==> src/common/wisc_consts.svh <==
// WISC constants: data and address widths, memory depths and host register offsets
`ifndef WISC_CONSTS_SVH
`define WISC_CONSTS_SVH

`define WORD_W 16 // Datapath width
`define REG_AW 4 // Sixteen general registers
`define IMEM_AW 8 // 256-word instruction memory
`define DMEM_AW 8 // 256-word data memory
`define APB_AW 5 // Byte offsets, word-aligned

`define REG_CTRL 5'h00 // Bit 0 run
`define REG_STATUS 5'h04 // Bit 0 halted
`define REG_IMEM_ADDR 5'h08
`define REG_IMEM_DATA 5'h0c // Write auto-increments IMEM_ADDR
`define REG_DBG_SEL 5'h10
`define REG_DBG_DATA 5'h14
`define REG_CYCLES 5'h18
`define REG_RETIRED 5'h1c

`endif
==> src/common/wisc_pkg.sv <==
// WISC package: opcodes, ALU operations, branch conditions and stage payloads
`default_nettype none

`include "wisc_consts.svh"

package wisc_pkg;

	// Instruction formats
	//   ALU     op rd rs rt          shifts use bits 3:0 as amount
	//   LW/SW   op rt rs off4        rt is dest (LW) or data (SW)
	//   LLB/LHB op rd imm8
	//   B       op cond[11:10] reg[9:8] off8 ... tests r0..r3
	typedef enum logic [3:0] {
		OP_ADD = 4'h0,
		OP_SUB = 4'h1,
		OP_AND = 4'h2,
		OP_NOR = 4'h3,
		OP_SLL = 4'h4,
		OP_SRL = 4'h5,
		OP_LW  = 4'h8,
		OP_SW  = 4'h9,
		OP_LHB = 4'ha,
		OP_LLB = 4'hb,
		OP_B   = 4'hc,
		OP_HLT = 4'hf
	} opcode_e;

	typedef enum logic [2:0] {
		ALU_ADD, // Also LW/SW address
		ALU_SUB,
		ALU_AND,
		ALU_NOR,
		ALU_SLL,
		ALU_SRL,
		ALU_LLB, // Byte merge into low byte
		ALU_LHB  // Byte merge into high byte
	} alu_op_e;

	typedef enum logic [1:0] {
		BR_ZERO   = 2'd0,
		BR_NZERO  = 2'd1,
		BR_ALWAYS = 2'd2 // 3 never taken
	} br_cond_e;

	typedef struct packed {
		logic               valid;
		logic [`WORD_W-1:0] pc;
		logic [`WORD_W-1:0] instr;
	} ifid_t;

	typedef struct packed {
		logic               valid;
		alu_op_e            alu_op;
		logic               imm_sel; // B operand from imm
		logic               load;
		logic               store;
		logic               branch;
		logic               halt;
		br_cond_e           br_cond;
		logic [`WORD_W-1:0] op_a;
		logic [`WORD_W-1:0] op_b;
		logic [`WORD_W-1:0] imm; // Sign-extended where signed
		logic [`REG_AW-1:0] dest;
		logic               reg_we; // Implies valid, never r0
		logic [`WORD_W-1:0] pc;
	} idex_t;

	typedef struct packed {
		logic               valid;
		logic               load;
		logic               store;
		logic               halt;
		logic [`REG_AW-1:0] dest;
		logic               reg_we;
		logic [`WORD_W-1:0] result; // ALU result or address
		logic [`WORD_W-1:0] store_data;
	} exmem_t;

	typedef struct packed {
		logic               valid;
		logic               halt;
		logic [`REG_AW-1:0] dest;
		logic               reg_we;
		logic [`WORD_W-1:0] data;
	} memwb_t;

endpackage

`default_nettype wire

==> src/fetch/fetch_stage.sv <==
// Fetch stage: PC, instruction memory with host load port, IF/ID register
`timescale 1ns/10ps
`default_nettype none

`include "wisc_consts.svh"

module fetch_stage (
	input  wire logic               clk,
	input  wire logic               rst,
	input  wire logic               run,
	input  wire logic               restart,
	input  wire logic               stall,
	input  wire logic               redirect,
	input  wire logic               stop_fetch, // HLT in decode
	input  wire logic [`WORD_W-1:0] redirect_pc,
	input  wire logic               imem_we,
	input  wire logic [`IMEM_AW-1:0] imem_waddr,
	input  wire logic [`WORD_W-1:0] imem_wdata,
	output wisc_pkg::ifid_t         ifid
);
	import wisc_pkg::*;

	logic [`WORD_W-1:0] imem [2**`IMEM_AW]; // Program store
	logic [`WORD_W-1:0] pc;
	logic               stopped; // Past a HLT, issue bubbles

	always_ff @(posedge clk) begin
		if (imem_we) imem[imem_waddr] <= imem_wdata; // Host load only
	end

	always_ff @(posedge clk) begin
		if (rst || restart) begin
			pc <= '0;
			stopped <= 1'b0;
			ifid <= '0;
		end else if (run) begin
			if (redirect) begin // Taken branch, drop the wrong path
				pc <= redirect_pc;
				stopped <= 1'b0;
				ifid.valid <= 1'b0;
			end else if (stall) begin
				// Hold PC and IF/ID
			end else if (stopped || stop_fetch) begin
				stopped <= 1'b1;
				ifid.valid <= 1'b0;
			end else begin
				ifid.valid <= 1'b1;
				ifid.pc <= pc;
				ifid.instr <= imem[pc[`IMEM_AW-1:0]];
				pc <= pc + 1'b1;
			end
		end
	end

	// Program load happens only with the core stopped
	a_no_imem_write_running: assert property (@(posedge clk) disable iff (rst)
		!(imem_we && run));

endmodule

`default_nettype wire

==> config.mk <==
export PLATFORM = sky130hd
export DESIGN_NAME = fetch_stage
export DESIGN_NICKNAME = d
export VERILOG_FILES = /design/src/common/wisc_pkg.sv /design/src/fetch/fetch_stage.sv
export VERILOG_INCLUDE_DIRS = /design/src /design/src/common
export SDC_FILE = /design/constraint.sdc
export NUM_CORES = 2
export LEC_CHECK = 0
export BUFFER_PORTS_ARGS = -buffer_cell sky130_fd_sc_hd__buf_2
export CAP_MARGIN = 40
export CORE_MARGIN = 3
export CORE_UTILIZATION = 49
export DETAILED_ROUTE_END_ITERATION = 12
export MAX_ROUTING_LAYER = met4
export PLACE_DENSITY = 0.68
export SLEW_MARGIN = 10
export SYNTH_ARGS = -nofsm -noshare
export SYNTH_HDL_FRONTEND = slang
export SYNTH_SLANG_ARGS = --single-unit
==> constraint.sdc <==
create_clock -name clk -period 4.4 [get_ports clk]
set_clock_uncertainty 0.05 [all_clocks]
set_input_delay 0.66 -clock clk [delete_from_list [all_inputs] [get_ports clk]]
set_output_delay 0.66 -clock clk [all_outputs]
set_load 0.05 [all_outputs]
## Word level (Yosys, flattened, before mapping)

Memories as Yosys holds them, arrays and structs flattened. A register that Yosys moved wholly into a read port is not among the register bits.
Cells that the tools add are included.

- Add/sub/neg operators: 1
- Equality and inequality tests: 2
- Mux-type cells: 14
- Bitwise gates (word level): 3
- Reduce and logical (&&, ||, !) cells: 7

Operators with widths:

| cell | count |
|---|---|
| 16-bit 2-to-1 mux | 3 |
| 33-bit 2-to-1 mux | 1 |
| 32-bit 2-to-1 mux | 1 |
| 16-bit by 1-bit adder with 16-bit output, second input constant | 1 |
| 8-bit 2-to-1 mux | 2 |
| 1-bit 2-to-1 mux | 7 |
| 3-bit AND reduction | 2 |
| 4-bit AND reduction | 1 |
| 1-bit NOT | 3 |
| 1-bit logical OR | 2 |
| 2-bit by 1-bit inequality test with 1-bit output, second input constant | 1 |
| 2-bit inequality test, second input constant | 1 |
| 2-bit AND reduction | 1 |
| 2-bit nonzero test | 1 |

- Bits in registers: 50
- Memory bits (writable): 4096
- Bits of input ports: 48
- Output and inout port bits: 33
- Logic and storage cells: 33
- Memories: 1

Memories:

| name | depth | bits a word | rd ports | clocked after Yosys merged registers in | write ports | RTL line | text |
|---|---|---|---|---|---|---|---|
| imem | 256 | 16 | 1 | 1 | 1 | fetch_stage.sv:23 | `` logic [`WORD_W-1:0] imem [2**`IMEM_AW]; `` |

## Depth between registers and ports, before layout

- Depth after elaboration: 6
- Mapped depth: 13
- Mapped depth without buffers: 8

## Worst setup path after synthesis

No wires, ideal clock.

- Path kind: input to register
- From: input port imem_waddr[0]
- To: memory imem[237][0] (netlist bit), enable pin
- Library setup time: 0.388 ns
- Data arrival time: 2.437 ns
- Required time: 3.962 ns
- Slack: 1.525 ns
- Stages on the path: 6
- Path buffers: 3
- Path through: clkbuf_1 > nor2b_1 > clkbuf_1 > nand4_1 > clkbuf_1 > nor2_1

RTL lines:

| item | RTL line | text |
|---|---|---|
| start, declared | fetch_stage.sv:17 | `` input wire logic [`IMEM_AW-1:0] imem_waddr, `` |
| end, declared | fetch_stage.sv:23 |  |

No word-level cell before the write port.

==> results.yml <==
cts:
  clock_sinks: 4154
  root_buffer: "clkbuf_16"
  cts_inserted_buffers: 408
  cts_tree: "yes"
  cts_max_level: 5
  clkLatencyLatePin_ns: 0.97
  clk_pin_slew_worst_paths_ns: 0.06
  clock_path_buffers: 4
worst_hold_path:
  hold_depth: 5
  hold_end: "pc[12]$_SDFFE_PP0P_"
  hold_class: "input port to register"
  hp-start: "redirect_pc[12]"
setup_path:
  worst-r2r-cell-count: 8
  path_buf_inv: 2
  cp-start-kind: "register"
  worst_path_max_delay_cell: "dfxtp_4"
  cpMostUsedCell: "buf_4"
  critPathRequiredTime_ns: 5.13
  path_cells: "buf_4 -> buf_4 -> mux4_2 -> a221oi_1 -> o21ai_0 -> and4_1 -> a32oi_1 -> o31ai_1"
  reg2reg_to: "ifid[8]$_SDFFE_PP0P_"
  crit_fanout: 21
  cpLargestDelayFamily: "compound AO/OA/AOI/OAI gates"
  worst_ep_arrival_time_ns: 5.03
  endpoint_kind: "register"
  rrSetupSlack_ns: 0.1
  path_class: "register to register"
  cpPeakStageDelay_ns: 0.78
finish:
  area_growth_pct: 13.6
  drive_above_1_share_pct: 24.4
  mostFrequentLayoutCells: "edfxtp_1, mux4_2, buf_4"
  nets: 8471
  fillCellCount: 23688
  multi_input_area_mm2: 0.0333
  stdcell_count: 13106
  seqCellArea_mm2: 0.124
  final_common_cell: "edfxtp_1"
status:
  outcome: "finished, final reports clean"
logic_synthesis:
  synth_largest_area_cell: "edfxtp_1"
  synthSimpleGateAreaFrac_pct: 2.21
  yosys_most_used_dff: "edfxtp_1"
  synthAdderAreaFrac_pct: 0.00779
  synthXorXnorAreaFrac_pct: 0
  ys_async_sr_fraction_pct: 0
  synth_warnings: 0
  synth_top_family_by_area: "multiplexers"
  synth-compound-area-share_pct: 3.86
  synth_area_leaders: "edfxtp_1, mux4_2, mux2i_1"
  synth.mux.area_fraction_pct: 14.5
  synth_fp_nets: 7758
  synth-seq-area-share_pct: 77.3
  netlist_area_mm2: 0.161
  synth_top_area_share_pct: 76.5
  syn-instance-count: 7709
  ys_types: 76
  synth-seq-cells: 4154
  synth-edff-count: 4096
  syn_avg_cell_area_um2: 20.8
sta:
  period_needed_ns: 4.30
  finalSetupViolCount: 0
  drv_slew: 0
  fin_crit_sh_pct: 97.8
  timing.fmax_mhz: 232
  final_hold_viol_count: 0
  rsz0062_at_grt: "false"
  maxSlewHeadroom_pct: 10.2
  setup-tns-final_ns: 0
  tightest_slew_ns: 1.35
power_and_ir_drop:
  powerDensity_mw_per_mm2: 440
  leakagePower_uw: 0.0560
  ir_worst_vdd_mv: 0.322
  p_total_uw: 80400
routing:
  dr_total_vias: 83437
  first_iter_violations: 12371
  drt_pass1_iterations: 7
  routed_wl_um: 429000
  post_drt_wl_per_cell_um: 32.7
  vias_per_cell: 6.37
  ant_nets: 0
  drc: 0
floorplanning:
  initial_core_util_pct: 49.4
  core_mm2: 0.325
  ios: 81
  die_w_um: 579
  core.rowCount: 209
  die_h_um: 579
  dieArea_mm2: 0.335
global_routing:
  grt_pass1_wl_um: 612000
  first_global_vias: 81796
  antenna_found_initial: 33
  grt_max_degree: 131
  overflow: 0
  gr-usage-all-layers_pct: 26.3
place:
  dp_cells: 12327
  dp.final_hpwl_um: 264000
  port-buffer-count: 80
  gp_congestion: 0.913
job:
  maxCapViolCount: 0
==> flip-flops by register name (all words and copies together), names as in the netlist, named ones only <==
name,cells
pc,16
imem,4096
ifid,33
stopped,1
==> per-layer routing <==
metal	GRT usage, %	vias to the layer above	wire, um
li1	-	33751	-
met1	36.1	43727	162000
met2	39.1	5119	200000
met3	5.26	840	47600
met4	10.2	0	19400
met5	-	-	0
==> worst max-delay path by stage <==
stage	start	end	slack, ns	cells past startpoint
floorplan	imem_waddr[0]	imem[237][0]$_DFFE_PP_	1.52	6
global placement	register	ifid[8]$_SDFFE_PP0P_	0.26	8
detailed placement	register	ifid[8]$_SDFFE_PP0P_	0.29	8
CTS	register	ifid[8]$_SDFFE_PP0P_	0.22	8
global route	register	ifid[8]$_SDFFE_PP0P_	0.06	8
finish	register	ifid[8]$_SDFFE_PP0P_	0.1	8
==> cell usage after synthesis (43+ instances only) <==
library cell,n
buf_6,72
o221ai_1,103
nor2_1,327
nand2_1,260
mux2i_1,595
a22oi_1,116
a21oi_1,158
clkbuf_1,149
edfxtp_1,4096
nand3_1,61
nor3_1,53
o22ai_1,200
o21ai_0,101
a211oi_1,72
buf_2,96
buf_8,43
mux4_2,713
dfxtp_1,58
buf_4,66
mux4_1,46
==> worst register-to-register path, cell delays in order (launching register included) <==
cell and delay (ns):
dfxtp_4 0.78, buf_4 0.50, buf_4 0.37, mux4_2 0.57, a221oi_1 0.29, o21ai_0 0.28, and4_1 0.35, a32oi_1 0.75
o31ai_1 0.18
==> cell families (layout without fill, tap and decap cells) <==
logic type / count (synthesis) / count (layout)
flops: 4154 / 4154
mux: 1362 / 1362
compound gates: 906 / 906
simple gates: 813 / 813
buf+inv: 473 / 1526
fa+ha+maj: 1 / 1
other cells: 0 / 19
==> cell type report <==
class | count | share of cell area [%]
Timing Repair Buffer | 770 | 3.64
Antenna cell | 19 | 0.0260
Clock buffer | 510 | 5.94
Multi-Input combinational cell | 3082 | 18.2
Clock inverter | 240 | 1.19
Sequential cell | 4154 | 68.0
Inverter | 6 | 0.0164
Tap cell | 4325 | 2.96
==> power breakdown <==
part | internal [uW] | total, uW | switching, uW
registers | 43500 | 43600 | 44.5
logic | 944 | 2870 | 1920
clock network | 19200 | 33900 | 14700
total | 63700 | 80400 | 16700
==> timing repair <==
action	in CTS	in global routing
endpoints found under the hold margin	17	0
gates resized for setup	0	0
setup buffers	0	0
hold buffers	10	0
==> per-stage QoR <==
stage                     area (um2)  worst slack, ns  utilization, %  hold WS, ns
after floorplan               161000             1.52               -        0.395
after global placement        169000            0.263            52.0        0.400
after detailed placement      169000            0.286            52.1        0.394
after CTS                     183000            0.218            56.1      0.00721
after global routing          183000           0.0563            56.1       0.0740
final                         183000           0.0970            56.1       0.0730
No activity file was read; power rests on OpenSTA's default activity.
