--- config.mk ---
export PLATFORM = sky130hd
export DESIGN_NAME = decode_stage
export DESIGN_NICKNAME = d
export VERILOG_FILES = /design/src/common/wisc_pkg.sv /design/src/decode/decode_stage.sv
export VERILOG_INCLUDE_DIRS = /design/src /design/src/common
export SDC_FILE = /design/constraint.sdc
export NUM_CORES = 1
export LEC_CHECK = 0
export BUFFER_PORTS_ARGS = -buffer_cell sky130_fd_sc_hd__buf_2
export CORE_MARGIN = 2
export CORE_UTILIZATION = 40
export CTS_BUF_LIST = sky130_fd_sc_hd__clkbuf_4 sky130_fd_sc_hd__clkbuf_8
export CTS_CLUSTER_DIAMETER = 40
export DETAILED_ROUTE_END_ITERATION = 6
export SLEW_MARGIN = 15
export SYNTH_ARGS = -nofsm -noshare
export SYNTH_HDL_FRONTEND = slang
export SYNTH_SLANG_ARGS = --single-unit
--- constraint.sdc ---
create_clock -name clk -period 3.8 [get_ports clk]
set_input_delay 0.76 -clock clk [delete_from_list [all_inputs] [get_ports clk]]
set_output_delay 0.76 -clock clk [all_outputs]
set_load 0.02 [all_outputs]
--- src/common/wisc_consts.svh ---
// WISC constants: data and address widths, memory depths and host register offsets
`ifndef WISC_CONSTS_SVH
`define WISC_CONSTS_SVH

`define WORD_W 16 // Datapath width
`define REG_AW 4 // Sixteen general registers
`define IMEM_AW 8 // 256-word instruction memory
`define DMEM_AW 8 // 256-word data memory
`define APB_AW 5 // Byte offsets, word-aligned

`define REG_CTRL 5'h00 // Bit 0 run
`define REG_STATUS 5'h04 // Bit 0 halted
`define REG_IMEM_ADDR 5'h08
`define REG_IMEM_DATA 5'h0c // Write auto-increments IMEM_ADDR
`define REG_DBG_SEL 5'h10
`define REG_DBG_DATA 5'h14
`define REG_CYCLES 5'h18
`define REG_RETIRED 5'h1c

`endif
--- src/common/wisc_pkg.sv ---
// WISC package: opcodes, ALU operations, branch conditions and stage payloads
`default_nettype none

`include "wisc_consts.svh"

package wisc_pkg;

	// Instruction formats
	//   ALU     op rd rs rt          shifts use bits 3:0 as amount
	//   LW/SW   op rt rs off4        rt is dest (LW) or data (SW)
	//   LLB/LHB op rd imm8
	//   B       op cond[11:10] reg[9:8] off8 ... tests r0..r3
	typedef enum logic [3:0] {
		OP_ADD = 4'h0,
		OP_SUB = 4'h1,
		OP_AND = 4'h2,
		OP_NOR = 4'h3,
		OP_SLL = 4'h4,
		OP_SRL = 4'h5,
		OP_LW  = 4'h8,
		OP_SW  = 4'h9,
		OP_LHB = 4'ha,
		OP_LLB = 4'hb,
		OP_B   = 4'hc,
		OP_HLT = 4'hf
	} opcode_e;

	typedef enum logic [2:0] {
		ALU_ADD, // Also LW/SW address
		ALU_SUB,
		ALU_AND,
		ALU_NOR,
		ALU_SLL,
		ALU_SRL,
		ALU_LLB, // Byte merge into low byte
		ALU_LHB  // Byte merge into high byte
	} alu_op_e;

	typedef enum logic [1:0] {
		BR_ZERO   = 2'd0,
		BR_NZERO  = 2'd1,
		BR_ALWAYS = 2'd2 // 3 never taken
	} br_cond_e;

	typedef struct packed {
		logic               valid;
		logic [`WORD_W-1:0] pc;
		logic [`WORD_W-1:0] instr;
	} ifid_t;

	typedef struct packed {
		logic               valid;
		alu_op_e            alu_op;
		logic               imm_sel; // B operand from imm
		logic               load;
		logic               store;
		logic               branch;
		logic               halt;
		br_cond_e           br_cond;
		logic [`WORD_W-1:0] op_a;
		logic [`WORD_W-1:0] op_b;
		logic [`WORD_W-1:0] imm; // Sign-extended where signed
		logic [`REG_AW-1:0] dest;
		logic               reg_we; // Implies valid, never r0
		logic [`WORD_W-1:0] pc;
	} idex_t;

	typedef struct packed {
		logic               valid;
		logic               load;
		logic               store;
		logic               halt;
		logic [`REG_AW-1:0] dest;
		logic               reg_we;
		logic [`WORD_W-1:0] result; // ALU result or address
		logic [`WORD_W-1:0] store_data;
	} exmem_t;

	typedef struct packed {
		logic               valid;
		logic               halt;
		logic [`REG_AW-1:0] dest;
		logic               reg_we;
		logic [`WORD_W-1:0] data;
	} memwb_t;

endpackage

`default_nettype wire

--- src/decode/decode_stage.sv ---
// Decode stage: control decode, write-through register file and RAW stall
`timescale 1ns/10ps
`default_nettype none

`include "wisc_consts.svh"

module decode_stage (
	input  wire logic               clk,
	input  wire logic               rst,
	input  wire logic               run,
	input  wire logic               restart,
	input  wire wisc_pkg::ifid_t    ifid,
	input  wire logic [`REG_AW-1:0] ex_dest,
	input  wire logic               ex_we,
	input  wire logic [`REG_AW-1:0] mem_dest,
	input  wire logic               mem_we,
	input  wire logic [`REG_AW-1:0] wb_dest,
	input  wire logic               wb_we,
	input  wire logic               wr_en,
	input  wire logic [`REG_AW-1:0] wr_addr,
	input  wire logic [`WORD_W-1:0] wr_data,
	input  wire logic [`REG_AW-1:0] dbg_sel,
	output logic      [`WORD_W-1:0] dbg_data,
	output wisc_pkg::idex_t         idex,
	output logic                    stall,
	output logic                    halt_seen
);
	import wisc_pkg::*;

	logic [`WORD_W-1:0] regs [2**`REG_AW];
	logic               wr_act; // Write-back happens this cycle
	opcode_e            op;
	logic [`REG_AW-1:0] ra, rb, rd; // Read ports and destination
	logic               use_a, use_b, writes;
	logic               hazard;
	logic               live; // Valid and not being restarted

	assign wr_act = wr_en && run && (wr_addr != '0);

	always_ff @(posedge clk) begin
		if (rst) begin
			for (int i = 0; i < 2**`REG_AW; i++) regs[i] <= '0;
		end else if (wr_act) begin
			regs[wr_addr] <= wr_data;
		end
	end

	function automatic logic [`WORD_W-1:0] rd_port(input logic [`REG_AW-1:0] a);
		if (a == '0) return '0; // r0 hardwired
		if (wr_act && wr_addr == a) return wr_data; // Write through
		return regs[a];
	endfunction

	always_comb begin
		op = opcode_e'(ifid.instr[15:12]);
		rd = ifid.instr[11:8];
		ra = ifid.instr[7:4];
		rb = ifid.instr[3:0];
		use_a = 1'b0;
		use_b = 1'b0;
		writes = 1'b0;
		idex = '0;
		idex.alu_op = ALU_ADD;
		idex.br_cond = br_cond_e'(ifid.instr[11:10]);
		idex.pc = ifid.pc;
		case (op)
			OP_ADD, OP_SUB, OP_AND, OP_NOR: begin
				use_a = 1'b1;
				use_b = 1'b1;
				writes = 1'b1;
				idex.alu_op = alu_op_e'({1'b0, op[1:0]}); // Encodings line up
			end
			OP_SLL, OP_SRL: begin
				use_a = 1'b1;
				writes = 1'b1;
				idex.imm_sel = 1'b1;
				idex.alu_op = (op == OP_SLL) ? ALU_SLL : ALU_SRL;
				idex.imm = {12'd0, ifid.instr[3:0]}; // Shift amount
			end
			OP_LW, OP_SW: begin
				use_a = 1'b1;
				idex.imm_sel = 1'b1;
				idex.imm = {{12{ifid.instr[3]}}, ifid.instr[3:0]};
				idex.load = (op == OP_LW);
				idex.store = (op == OP_SW);
				writes = (op == OP_LW);
				use_b = (op == OP_SW); // Store data in rt
				rb = ifid.instr[11:8];
			end
			OP_LLB, OP_LHB: begin
				use_a = 1'b1;
				writes = 1'b1;
				ra = ifid.instr[11:8]; // Keep the other byte of rd
				idex.imm_sel = 1'b1;
				idex.imm = {8'd0, ifid.instr[7:0]};
				idex.alu_op = (op == OP_LLB) ? ALU_LLB : ALU_LHB;
			end
			OP_B: begin
				use_a = 1'b1;
				ra = {2'b00, ifid.instr[9:8]};
				idex.branch = 1'b1;
				idex.imm = {{8{ifid.instr[7]}}, ifid.instr[7:0]};
			end
			OP_HLT: idex.halt = 1'b1;
			default: ; // Unused opcodes retire as no-ops
		endcase
		idex.op_a = rd_port(ra);
		idex.op_b = rd_port(rb);
		idex.dest = rd;

		// Pending writer in any later stage blocks issue
		hazard = 1'b0;
		if (use_a && ra != '0)
			hazard |= (ex_we && ex_dest == ra) || (mem_we && mem_dest == ra)
				|| (wb_we && wb_dest == ra);
		if (use_b && rb != '0)
			hazard |= (ex_we && ex_dest == rb) || (mem_we && mem_dest == rb)
				|| (wb_we && wb_dest == rb);

		live = ifid.valid && !restart;
		stall = live && hazard;
		idex.valid = live && !hazard; // Bubble while stalled
		idex.reg_we = idex.valid && writes && (rd != '0);
		if (!idex.valid) begin
			idex.halt = 1'b0;
			idex.branch = 1'b0;
			idex.load = 1'b0;
			idex.store = 1'b0;
		end
		halt_seen = run && idex.halt;
	end

	assign dbg_data = rd_port(dbg_sel);

	// Write-back path must never target r0
	a_no_r0_write: assert property (@(posedge clk) disable iff (rst)
		!(wr_en && wr_addr == '0));

endmodule

`default_nettype wire

# == Word level (Yosys, flattened, before mapping) ==
# Memories as Yosys holds them, arrays and structs flattened.
# Index checks and enable logic that the tools add are counted.
# Widths: inputs -> output; s select.
# word_totals
reg_bits,0
latchBits,0
ram_bits,256
romBits,0
output_inout_bits,98
elab_cells,108
mem_count,1
# memory_table
memory,words,word_bits,rd,rd_clocked_by_memory_dff,wr,line,rtl
regs,16,16,3,0,16,decode_stage.sv:30,logic [`WORD_W-1:0] regs [2**`REG_AW];
# op_classes
addsub,0
mul,0
div,0
magnitude_cmp,0
eq_ne,20
shifts,0
mux,45
n_bitwise,1
n_reduce_logical,41
# op_table
op,n
$mux 16,13
$pmux 16 s4,1
$eq 4x4->1,9
$eq 4x4->1 const B,6
$mux 1,23
$logic_and 1x1->1,19
$logic_not 4->1,4
$reduce_bool 4->1,4
$reduce_or 16->1,1
$mux 4,3
$reduce_or 11->1,1
$pmux 3 s3,1
$eq 4x2->1 const B,2
$eq 4x3->1 const B,2
$pmux 4 s2,1
$reduce_or 8->1,1
$reduce_or 2->1,3
$reduce_or 6->1,1
$eq 4x1->1 const B,1
$logic_or 1x1->1,4
$pmux 1 s2,2
$reduce_or 4->1,1
$logic_not 1->1,2
$mux 2,1
$or 1x1->1,1

# == Longest topological paths before layout ==
# logic_depth
depth_word,14
ltp_mapped,12
depth_no_buf,8

# == Least setup slack after synthesis ==
# Ideal clock, no wire load.
# synth_path
path_type,input-to-output
start,in ifid[14] (netlist name)
end,out idex[60] (netlist name)
t_arrival_ps,3117
required_ps,3040
slack_ps,-77
path_stages,9
path_buffers,2
cell_sequence,buf_4 -> nor3b_4 -> o21ai_4 -> mux2i_4 -> buf_2 -> nand2_1 -> a311oi_1 -> a31oi_1 -> o311ai_0
# synth_lines
element,line,rtl
start: declaration,decode_stage.sv:12,"input wire wisc_pkg::ifid_t ifid,"
end: declaration,decode_stage.sv:24,"output wisc_pkg::idex_t idex,"

==> results by group <==
Timing
  – Number of failing hold endpoints at the final stage: 0
  – Period utilisation layout: 103%
  – Max Clk Rate: between 0.2 and 0.3 GHz
  – Minimum clock period: 3.92 ns
  – Slew margin rel.: 51.3%
  – Slew @ Worst Pin: 0.731 ns
  – Slack of the critical path: -0.115 ns
  – Final setup violating endpoints: 17
  – Unrepaired setup endpoints after global routing: true
  – Final-report max-slew violation count: 0

Logic synthesis
  – Unique masters post-synth: 67
  – Post-synth EDFFs: 256
  – Post-Synthesis Cells: about 1900
  – Most used flip-flop cell after synthesis: sky130_fd_sc_hd__edfxtp_1
  – Cell area after technology mapping: 0.0182 mm^2
  – Syn Area/Cell: between 9 and 10 um^2
  – Number of register bits inferred by synthesis: 256
  – Async set-or-reset flop fraction in the synthesized netlist: 0%
  – Sequential element share of the synthesized area: 42.2%
  – Yosys warns: 0

Floorplanning
  – Die span in x: 217 um
  – Total die area: 0.0472 mm^2
  – Area of the core: 0.0452 mm^2
  – FP Rows: 78
  – Die height: ~220 um
  – Starting Density: 40.3%
  – Boundary Pins: between 150 and 200

Outcome
  – Run status: finished, violations left
  – Violated checks: negative setup slack

Global route
  – Met1 layer usage reported by global route: 42.2%
  – GR Util met3: between 5 and 6%
  – Via count of the first global-routing pass: 16300
  – Total congestion overflow: 0
  – Overall track demand over capacity in global routing: 31.4%
  – Antenna violations before repair: 2
  – Met2 usage: 47.9%
  – First-pass GRT wire length: 109000 um
  – Grt peak-use layer: met2
  – Largest net degree at the start of global routing: 38

Run
  – Maximum capacitance violations: 0

Routing
  – Detailed-routing iteration count for the pre-antenna-repair pass: 5
  – Vias: 17100
  – Number of remaining DRC errors: 0
  – Violation count after the first detailed-route iteration: 2464
  – Via density: 6.26
  – Drt wl/cell: 27.8 um
  – Antenna-violating nets left: 0
  – Aggregate routed wire length: 76000 um

Clocking
  – CTS tree: done
  – Total number of H-tree levels: 2
  – Total CTS buffers: 51
  – Buffer levels on the longest clock path: 3
  – Num Clock Sinks: 256
  – Clock Root Buffer: sky130_fd_sc_hd__clkbuf_8
  – Clock slew seen by the registers of the worst setup and hold paths: 0.06 ns

Layout
  – Largest register by flop count: regs
  – Post-layout instance area: 0.0231 mm^2
  – Proportion of layout cells with a drive suffix above 1: around a third
  – Filler-free cell count of the finished design: about 2700
  – Antenna diode count: 0
  – Post-synthesis to final-layout area growth: 27.0%
  – Area of the multi-input gates: 0.0102 mm^2
  – Number of nets in the final layout: 2172
  – Fill cell instance count of the final layout: 4072
  – Post-layout util: between 50% and 60%
  – Max reg flops: 256
  – Largest registers: regs (256)
  – Register cell area after layout: a little under 0.008 mm^2

Worst setup path
  – CP Capture Type: primary output
  – Critical path type: input pin to primary output
  – Largest fanout on the critical path: 28
  – CP startpoint kind: input pin
  – Arrival @ worst endpoint: 3.16 ns
  – Required time reported for the critical path endpoint: 3.04 ns

Placement
  – Detailed Place HPWL: 49600 um
  – Count of input and output buffers: between 100 and 150
  – Cell total after placement: approximately 2600
  – Gp weighted congestion: 0.933
  – Total cell area at the placement stage: 0.0208 mm^2

Pwr
  – Power per Cell Area: between 300 and 400 mW/mm^2
  – Peak ir drop on the vdd network: 194 uV
  – Power after layout: ~9.0 mW
  – Leak: 8.87 nW

Hold path
  – Worst hold path class: input pin to flop
## stage by stage
stage / setup TNS (ns) / hold WS, ns / worst slack (ns)
floorplan: 0 / 0.958 / 0.0965
finish: -0.539 / 0.683 / -0.115
CTS: -0.0175 / 0.656 / -0.0141
global route: -2.47 / 0.686 / -0.126
detailed placement: -5.76 / 1.32 / -0.295
global placement: -4.85 / 1.31 / -0.307
## cells in the final DEF, fill, tap and decap left out, types with 14 or more instances in the layout
cell / n
sky130_fd_sc_hd__clkbuf_8: 52
sky130_fd_sc_hd__a311oi_2: 19
sky130_fd_sc_hd__mux4_2: 84
sky130_fd_sc_hd__a31oi_1: 38
sky130_fd_sc_hd__o211ai_1: 21
sky130_fd_sc_hd__and2_1: 285
sky130_fd_sc_hd__buf_12: 45
sky130_fd_sc_hd__a32o_1: 14
sky130_fd_sc_hd__mux2i_1: 40
sky130_fd_sc_hd__a21oi_2: 14
sky130_fd_sc_hd__a211oi_2: 17
sky130_fd_sc_hd__a32oi_1: 19
sky130_fd_sc_hd__a21oi_1: 34
sky130_fd_sc_hd__nand2_1: 392
sky130_fd_sc_hd__buf_4: 163
sky130_fd_sc_hd__or2_2: 15
sky130_fd_sc_hd__xnor2_1: 25
sky130_fd_sc_hd__nand3_1: 57
sky130_fd_sc_hd__and2_0: 16
sky130_fd_sc_hd__edfxtp_1: 256
sky130_fd_sc_hd__a211oi_1: 44
sky130_fd_sc_hd__nor2_1: 69
sky130_fd_sc_hd__conb_1: 16
sky130_fd_sc_hd__buf_2: 112
sky130_fd_sc_hd__a311oi_1: 18
sky130_fd_sc_hd__buf_6: 40
## cells by family after synthesis
group	share of synthesized area [%]
and+or+nand+nor	25.3
AOI/OAI and AO/OA	12.2
DFF	42.2
buffers and inverters	5.42
muxes	13.2
xor gates and xnor gates	1.68
other	0.0206
## synthesized netlist by cell type, types with 37 or more instances
master,instances,area [um^2]
sky130_fd_sc_hd__nand2_1,397,1490
sky130_fd_sc_hd__and2_1,288,1800
sky130_fd_sc_hd__edfxtp_1,256,7690
sky130_fd_sc_hd__clkbuf_1,91,342
sky130_fd_sc_hd__mux4_2,84,1890
sky130_fd_sc_hd__nor2_1,74,278
sky130_fd_sc_hd__a211oi_1,62,465
sky130_fd_sc_hd__nand3_1,62,310
sky130_fd_sc_hd__a21oi_1,48,240
sky130_fd_sc_hd__buf_2,48,240
sky130_fd_sc_hd__a31oi_1,42,263
sky130_fd_sc_hd__mux2i_1,41,410
sky130_fd_sc_hd__buf_4,40,300
sky130_fd_sc_hd__a311oi_1,37,324
## cell type report
type                       count  area share [%]
clock buffer                  62            3.42
clock inverter                32            1.35
inverter                      10           0.184
multi-input combinational   1407            43.9
sequential                   256            33.2
tap                          600            3.25
timing repair buffer         369            14.6
## per-layer routing
metal  share of wire (%)  vias to the layer above
met4                 6.3                        4
li1                    -                     7202
met1                  38                     8310
met5               0.038                        -
met3                  11                      292
met2                  44                     1313
## where the power goes
part           total, mW  switching [mW]  internal [mW]
Sequential          3.42           0.148           3.27
Clock               3.13            1.35           1.79
Combinational       2.45            1.40           1.04
## repair_timing
action | in CTS | in global routing
pin swaps | 32 | 44
resized for setup | 92 | 102
gates cloned | 5 | 1
setup endpoints to repair | 38 | 39
setup buffers | 18 | 18
hold buffers | 0 | 0
## final timing paths
kind	from	to	slack, ns	cells past startpoint
setup / recovery	ifid[14]	idex[46]	-0.12	12
hold / removal	wr_data[8]	regs[11][8]	0.68	2
## worst max-delay path, stage by stage
cell	delay, ns
sky130_fd_sc_hd__buf_12	0.11
sky130_fd_sc_hd__nor3b_4	0.29
sky130_fd_sc_hd__mux2_4	0.45
sky130_fd_sc_hd__buf_4	0.18
sky130_fd_sc_hd__buf_12	0.13
sky130_fd_sc_hd__buf_16	0.18
sky130_fd_sc_hd__nand2_1	0.09
sky130_fd_sc_hd__a31oi_1	0.11
sky130_fd_sc_hd__a21oi_2	0.30
sky130_fd_sc_hd__nand2_1	0.13
sky130_fd_sc_hd__a32o_1	0.27
sky130_fd_sc_hd__buf_4	0.16
Power figures use the tool's default switching activity.
